## config.mk

```make
export PLATFORM = sky130hd
export DESIGN_NAME = conbus6x1
export DESIGN_NICKNAME = d
export VERILOG_FILES = /design/src/verilog/conbus_pkg.sv /design/src/verilog/conbus_arb6.sv /design/src/verilog/conbus6x1.sv
export SDC_FILE = /design/constraint.sdc
export NUM_CORES = 1
export LEC_CHECK = 0
export BUFFER_PORTS_ARGS = -buffer_cell sky130_fd_sc_hd__buf_2
export CAP_MARGIN = 20
export CORE_AREA = 2 2 290 292
export CTS_CLUSTER_DIAMETER = 80
export CTS_CLUSTER_SIZE = 25
export DETAILED_ROUTE_END_ITERATION = 10
export DIE_AREA = 0 0 292 294
export GPL_TIMING_DRIVEN = 0
export SYNTH_ARGS = -nofsm -noshare
export SYNTH_HDL_FRONTEND = slang
export SYNTH_SLANG_ARGS = --single-unit
export TNS_END_PERCENT = 10
```

## constraint.sdc

```tcl
create_clock -name sys_clk -period 3 [get_ports sys_clk]
set_input_delay 0.3 -clock sys_clk [delete_from_list [all_inputs] [get_ports sys_clk]]
set_output_delay 0.3 -clock sys_clk [all_outputs]
set_load 0.01 [all_outputs]
```

## src/verilog/conbus_pkg.sv

```systemverilog
// shared types and sizes for the six-master wishbone interconnect
// and the word memory hanging off its slave port
package conbus_pkg;

	// number of masters on the shared bus
	localparam int N_MASTERS = 6;

	// memory depth in 32-bit words
	localparam int SRAM_WORDS = 256;
	// word index width, taken from adr[9:2]
	localparam int SRAM_AW = $clog2(SRAM_WORDS);

	// classic wishbone field widths
	localparam int ADR_W = 32;
	localparam int DAT_W = 32;
	// one select bit per byte lane
	localparam int SEL_W = DAT_W / 8;
	localparam int CTI_W = 3;
	// enough bits to name any of the six masters
	localparam int GNT_W = 3;

	// byte address
	typedef logic [ADR_W-1:0] wb_adr_t;
	// data word, both directions
	typedef logic [DAT_W-1:0] wb_dat_t;
	// byte lane select
	typedef logic [SEL_W-1:0] wb_sel_t;
	// cycle type tag, carried but never acted on
	typedef logic [CTI_W-1:0] wb_cti_t;
	// index of the master that owns the bus
	typedef logic [GNT_W-1:0] gnt_idx_t;
	// word index into the memory array
	typedef logic [SRAM_AW-1:0] sram_idx_t;

	// master to slave, same field order as the old flat bus
	// 32 + 3 + 4 + 32 + 1 + 1 + 1 = 74 bits of payload and control
	typedef struct packed {
		wb_adr_t adr;
		wb_cti_t cti;
		wb_sel_t sel;
		wb_dat_t dat;
		logic    we;
		logic    cyc;
		logic    stb;
	} wb_m2s_t;

	// slave to master
	// read data is only meaningful while ack is high
	typedef struct packed {
		wb_dat_t dat;
		logic    ack;
	} wb_s2m_t;

endpackage

```

## src/verilog/conbus_arb6.sv

```systemverilog
`timescale 1ns/1ps
// round-robin arbiter for the six-master shared bus
// the owner keeps the grant for as long as its cyc stays high
module conbus_arb6 (
	input  logic                             sys_clk,
	input  logic                             rst_n_i,
	input  logic [conbus_pkg::N_MASTERS-1:0] req_i,
	output conbus_pkg::gnt_idx_t             gnt_o
);

	// candidate index, one bit wider so the wrap test can see 6 and 7
	typedef logic [conbus_pkg::GNT_W:0] cand_t;

	// current owner
	conbus_pkg::gnt_idx_t gnt_q;
	// owner for the next cycle
	conbus_pkg::gnt_idx_t gnt_d;
	// owner has dropped cyc
	logic owner_idle;
	// first requester already taken in this search
	logic found;
	// index under test in the search loop
	cand_t cand;

	// the grant register never leaves 0..5, so this index stays in range
	assign owner_idle = !req_i[gnt_q];

	// next owner
	always_comb begin
		gnt_d = gnt_q;
		found = 1'b0;
		cand = '0;
		if (owner_idle) begin
			// search upward from owner + 1, wrapping past master 5
			// the owner itself comes last and is idle, so it is skipped
			for (int k = 1; k < conbus_pkg::N_MASTERS; k++) begin
				cand = cand_t'(gnt_q) + cand_t'(k);
				if (cand >= cand_t'(conbus_pkg::N_MASTERS)) begin
					cand = cand - cand_t'(conbus_pkg::N_MASTERS);
				end
				// lowest distance from the owner wins
				if (!found && req_i[cand[conbus_pkg::GNT_W-1:0]]) begin
					gnt_d = cand[conbus_pkg::GNT_W-1:0];
					found = 1'b1;
				end
			end
		end
		// no requester at all: grant stays parked on the old owner
	end

	// grant register, master 0 out of reset
	always_ff @(posedge sys_clk or negedge rst_n_i) begin
		if (!rst_n_i) begin
			gnt_q <= '0;
		end else begin
			gnt_q <= gnt_d;
		end
	end

	// registered grant straight out
	// mux and ack steering decode it combinationally downstream
	assign gnt_o = gnt_q;

endmodule

```

## src/verilog/conbus6x1.sv

```systemverilog
`timescale 1ns/1ps
// shared-bus multiplexer from six wishbone masters onto one slave
// the granted master drives the slave, ack is steered back to it only
module conbus6x1 (
	input  logic                sys_clk,
	input  logic                rst_n_i,
	input  conbus_pkg::wb_m2s_t m_bus_i [conbus_pkg::N_MASTERS],
	output conbus_pkg::wb_s2m_t m_bus_o [conbus_pkg::N_MASTERS],
	output conbus_pkg::wb_m2s_t s_bus_o,
	input  conbus_pkg::wb_s2m_t s_bus_i
);

	// cyc of every master, one bit each
	logic [conbus_pkg::N_MASTERS-1:0] req;
	// current owner from the arbiter
	conbus_pkg::gnt_idx_t gnt;
	// one-hot grant, combinational
	logic [conbus_pkg::N_MASTERS-1:0] gnt_dec;

	// requests are the cyc lines, stb plays no part in arbitration
	always_comb begin
		for (int i = 0; i < conbus_pkg::N_MASTERS; i++) begin
			req[i] = m_bus_i[i].cyc;
		end
	end

	conbus_arb6 u_arb (
		.sys_clk (sys_clk),
		.rst_n_i (rst_n_i),
		.req_i   (req),
		.gnt_o   (gnt)
	);

	// decode the grant in the same cycle it is used
	// a registered decode would route ack one cycle late after a handover
	always_comb begin
		for (int i = 0; i < conbus_pkg::N_MASTERS; i++) begin
			gnt_dec[i] = (gnt == conbus_pkg::gnt_idx_t'(i));
		end
	end

	// slave side gets the owner's whole struct
	// an out-of-range grant leaves the bus idle with cyc and stb low
	always_comb begin
		s_bus_o = '0;
		for (int i = 0; i < conbus_pkg::N_MASTERS; i++) begin
			if (gnt_dec[i]) begin
				s_bus_o = m_bus_i[i];
			end
		end
	end

	// return path
	for (genvar g = 0; g < conbus_pkg::N_MASTERS; g++) begin : g_ret
		// read data fans out to everyone, only ack qualifies it
		assign m_bus_o[g].dat = s_bus_i.dat;
		// ack only reaches the owner
		assign m_bus_o[g].ack = s_bus_i.ack & gnt_dec[g];
	end

endmodule

```

Yosys cells after proc, flatten, opt, wreduce, memory -nomap -nowiden

Cells that the tools add are included.

$add $sub $neg: 10
$lt $le $gt $ge: 11
Equality and inequality tests: 5
Muxes and demuxes: 41
Bitwise logic cells: 7
Reductions and logical operators: 11

Operators by type and width:

| operator              | count |
|---|---|
| $mux W74              | 6 |
| $mux W3               | 15 |
| $lt A3 B4 Y1 const B  | 6 |
| $ge A4 B3 Y1 const B  | 5 |
| $bmux W1 S3           | 6 |
| $sub A3 B3 Y3 const B | 5 |
| $mux W1               | 14 |
| $add A3 B2 Y4 const B | 2 |
| $add A3 B3 Y4 const B | 2 |
| $and A1 B1 Y1         | 6 |
| $eq A3 B2 Y1 const B  | 2 |
| $eq A3 B3 Y1 const B  | 2 |
| $reduce_bool A5 Y1    | 1 |
| $add A3 B1 Y4 const B | 1 |
| $logic_and A1 B1 Y1   | 4 |
| $logic_not A1 Y1      | 4 |
| $eq A3 B1 Y1 const B  | 1 |
| $logic_not A3 Y1      | 1 |
| $reduce_and A2 Y1     | 1 |
| $not A1 Y1            | 1 |

Flip-flop bits (word level): 3
Output and inout bits: 272
Word-level logic and storage cells: 86

Longest topological paths before layout

Depth in word-level cells: 24
Gate-level depth with buffers: 12

Hierarchy

Synthesis repeated with hierarchy kept, for this count alone.

Cell total of the unflattened synthesis: 782
Area, all modules: 6568.8 µm²

By module, submodules not included:

| module      | times used | cells each | area an instance (µm²) | sequential area each (µm²) |
|---|---|---|---|---|
| conbus6x1   | 1          | 657        | 5550.3                 | 0.0 |
| conbus_arb6 | 1          | 125        | 1018.5                 | 75.1 |

Worst setup path before layout

No wires, ideal clock.

Path type: reg-to-reg
Start: register u_arb.gnt_q[2], in the netlist u_arb.gnt_o[2]
End: register u_arb.gnt_q[1], in the netlist u_arb.gnt_o[1]
Arrival: 2.845 ns
Data required time: 2.921 ns
Path slack: 0.076 ns
Stages on the path, launching flop included: 12
Path buffers: 2
Period minus slack after synthesis: 2.924 ns
Cells stage by stage: dfrtp_1 > buf_2 > inv_1 > ha_1 > buf_2 > nand2b_1 > a21oi_1 > o21ai_0 > a211o_1 > or4_4 > nand2_1 > mux2i_1

Longest elaborated chain between the ends: 24

Ends and longest elaborated chain:

| element                                       | RTL line                             | source |
|---|---|---|
| start, declared                               | conbus_arb6.sv:15                    | `conbus_pkg::gnt_idx_t gnt_q;` |
| start signal, assigned                        | conbus_arb6.sv:56                    | `gnt_q <= gnt_d;` |
| $add A3 B1 Y4                                 | conbus_arb6.sv:37                    | `cand = cand_t'(gnt_q) + cand_t'(k);` |
| $ge A4 B3 Y1 or $sub A3 B3 Y3 (tied branches) | conbus_arb6.sv:38, conbus_arb6.sv:39 |  |
| $mux W3                                       | conbus_arb6.sv:38                    | `if (cand >= cand_t'(conbus_pkg::N_MASTERS)) begin` |
| $mux W3                                       | conbus_arb6.sv:33                    | `if (owner_idle) begin` |
| $bmux W1 S3                                   | conbus_arb6.sv:42                    | `if (!found && req_i[cand[conbus_pkg::GNT_W-1:0]]) begin` |
| $mux W1 (implied by the code)                 | conbus_arb6.sv:42                    |  |
| $mux W1                                       | conbus_arb6.sv:42                    |  |
| $mux W1                                       | conbus_arb6.sv:33                    |  |
| [8 not listed]                                | n/a                                  |  |
| $logic_not A1 Y1                              | conbus_arb6.sv:42                    |  |
| $logic_and A1 B1 Y1                           | conbus_arb6.sv:42                    |  |
| $mux W1                                       | conbus_arb6.sv:42                    |  |
| $mux W1                                       | conbus_arb6.sv:33                    |  |
| $logic_not A1 Y1                              | conbus_arb6.sv:42                    |  |
| $logic_and A1 B1 Y1                           | conbus_arb6.sv:42                    |  |
| $reduce_bool A5 Y1 (no line)                  | n/a                                  |  |
| $reduce_and A2 Y1 (no line)                   | n/a                                  |  |

Several ways; a longest one is shown, not always the timed one. The select of a mux whose other input is x is not followed.
A chain may end at the register's enable or synchronous reset.

==> out/metrics.csv <==
metric;value;unit
HPWL after detailed placement;47.8;mm
vias;10139;
CP Max Fanout;5;
crit end category;primary output;
antenna violations before repair;31;
post-place setup slack;-2.02;ns
Critical Path Start Type;register;
Avg WL per Cell;20.5;um
Routed WL;56.6;mm
DRC;0;
Syn Area/Cell;6.09;um^2
Initial DRC Count;583;
Core ar.;82900;um^2
count leader, synth;buf_4;
Yosys reg bits;3;
Vias/cell;3.66;
Ports;751;
fin area;11800;um^2
Seq/Total Area, Yosys;1.34;%
combinational share of power;97.3;%
clock sink count;3;
total power;11.7;mW
Synth warnings;0;
worst endpoint required time;2.70;ns
Root Buffer;clkbuf_16;
total nets after synthesis;1410;
Max Slew Vio Count;0;
met3 WL;5.84;mm
CTS H-Tree Depth;1;
fin crit period;3.01;ns
Crit Path Class;reg2out;
CP peak stage delay;0.40;ns
Synth area leaders;buf_4 26%, o21ai_0 13%, a221oi_1 12%;
Layout Cells excl Fill;2768;
Reg clk slew, reported paths;0.03;ns
CP Buf/Inv Count;5;
PnR worst setup slack;-0.0114;ns
Final Skew;0.00521;ns
initial core utilization;6.76;%
failing checks;negative setup slack;
Clk pwr share;1.8;%
critical path cell sequence;buf_6 > ha_4 > nor3b_4 > buf_8 > buf_12 > clkbuf_8 > a221oi_1 > o311ai_2 > o21ai_0 > o21ai_2 > buf_2;
Placed Cells;2728;
final net count;2167;
pin count of the biggest net entering global routing;15;
period utilization;100;%
total grt overflow;0;
max_slew headroom;43.4;%
clock buffer depth;2;
Setup-failing EPs final;1;
1st-pass router iterations;5;
CP top delay family;buffers and inverters;
Antenna Nets Post-Route;0;
port bufs;718;
signal arrival time at the worst endpoint;2.71;ns
hold crit path type;in2async;
total CTS buffers;3;
area post-placement;10700;um^2
metal2 WL;25.2;mm
cell taking the most area after synthesis;buf_4;
Hold Violations, Final;0;
reg2reg path depth;9;
total negative setup slack;-0.0114;ns
RSZ-0062 raised after global routing;true;
gp weighted congestion;0.898;
DR top layer;met5;
status;finished, violations left;
clock latency on the worst-skew pair;0.23;ns
GRT Total Usage;12.0;%
number of flip-flops in the largest register;3;
hold slack;0.431;ns
Crit-path slowest cell;dfrtp_1;
Post-synth EDFFs;0;
layout cells sized above 1;63.0;%
Max Cap Viol;0;
fillcell total;9598;
Max VDD drop;429;uV
Switching Share;59.6;%
Mapped Cells;921;
Pleak;5.65;nW
Commonest cells post-synth;192 x buf_4, 159 x nand2_1, 151 x o21ai_0, 78 x clkbuf_1, 78 x nor2_1;
CP Depth;11;
Worst Tran Pin Value;0.849;ns
die width;292;um
first-pass GRT wire length;72.3;mm
fraction of registers with async set/reset;100;%
Internal;4.71;mW
FMAX;332;MHz
vias in the first global route;9370;
sequential power share;0.9;%
Cell Pwr Density;990;nW/um^2
mapped cell area;5610;um^2
P_sw;6.94;mW
CTS tree;yes;
Die Area;85800;um^2
top cell type's share of synthesized area;25.7;%
synth unique cells;51;
Die Y;294;um
Top FF cell, synth;dfrtp_1;
Util after Layout;14.2;%
row cnt;106;
area added between synthesis and finish;110;%
met1 WL;23.1;mm
-- path summary, 6_finish.rpt --
kind	slack (ns)	end	start
worst max-delay path	-0.01	s_bus_o[61]	u_arb.gnt_o[0]
worst min-delay path	0.43	u_arb.gnt_o[0]	rst_n_i
worst max register to register	0.10	u_arb.gnt_o[1]	u_arb.gnt_o[0]
worst min register to register	0.76	u_arb.gnt_o[1]	u_arb.gnt_o[1]
max in group asynchronous	2.45	u_arb.gnt_o[2]	rst_n_i
min in group sys_clk	0.76	u_arb.gnt_o[1]	u_arb.gnt_o[1]
-- cell families after synthesis --
logic type	share of synthesized area, %
AND/OR/NAND/NOR	21.1
flip-flops	1.34
adder cells (fa/ha/maj)	2.23
XOR/XNOR	0.469
multiplexers	1.87
buffers and inverters	32.1
AO/OA/AOI/OAI	40.9
-- what timing repair did --
action,CTS,global route
buffers inserted,19,7
endpoints found under the hold margin,3,0
pin swaps,9,19
gates resized for setup,205,122
cloned,2,0
hold buffers,1,0
endpoints found under the setup margin,80,69
-- power by group through the flow --
| stage | Combinational [mW] | Clock [mW] | Sequential, mW |
|---|---|---|---|
| floorplan | 4.90 | 0 | 0.0945 |
| global placement | 9.60 | 0 | 0.108 |
| detailed placement | 9.77 | 0 | 0.107 |
| CTS | 10.9 | 0.216 | 0.0995 |
| global route | 12.3 | 0.221 | 0.102 |
| finish | 11.3 | 0.214 | 0.0995 |
-- routing by layer --
| layer | up-vias | GRT usage [%] |
|---|---|---|
| met1 | 4603 | 14.6 |
| met2 | 684 | 19.5 |
| met3 | 112 | 4.04 |
| met5 | - | 0 |
| met4 | 6 | 4.43 |
| li1 | 4734 | - |
-- area by class of cell --
class | count | area [um^2] | share of cell area, %
repair buffers | 756 | 4040 | 34.3
plain buffers | 274 | 2110 | 17.9
clock buffers | 4 | 78.8 | 0.669
well taps | 1080 | 1350 | 11.5
flip-flops and latches | 3 | 77.6 | 0.659
multi-input cells | 636 | 4070 | 34.5
diodes | 11 | 27.5 | 0.234
inverters | 4 | 26.3 | 0.223
-- layout by cell type (no fill, tap or decap), types with 3 or more instances in the layout --
cell type | Yosys | final
a21o_1 | 3 | 3
a21oi_1 | 6 | 5
a221oi_1 | 75 | 65
a221oi_2 | 0 | 7
a221oi_4 | 0 | 3
a31oi_1 | 3 | 3
and2_1 | 4 | 4
and3_1 | 6 | 6
buf_1 | 4 | 3
buf_12 | 0 | 5
buf_2 | 2 | 709
buf_4 | 192 | 235
buf_6 | 1 | 4
buf_8 | 0 | 7
clkbuf_1 | 78 | 23
clkbuf_16 | 0 | 9
clkbuf_2 | 0 | 16
clkbuf_4 | 0 | 12
clkbuf_8 | 1 | 7
diode_2 | 0 | 11
ha_1 | 10 | 6
ha_4 | 0 | 3
mux2i_1 | 8 | 8
nand2_1 | 159 | 158
nand3_1 | 4 | 4
nand4_1 | 4 | 4
nor2_1 | 78 | 78
nor3_1 | 12 | 12
o211ai_1 | 3 | 3
o21ai_0 | 151 | 99
o21ai_1 | 0 | 46
o21ai_2 | 0 | 6
o311ai_0 | 74 | 24
o311ai_1 | 0 | 39
o311ai_2 | 0 | 7
o311ai_4 | 0 | 4
Note: power is estimated with default switching activity, not from simulation.
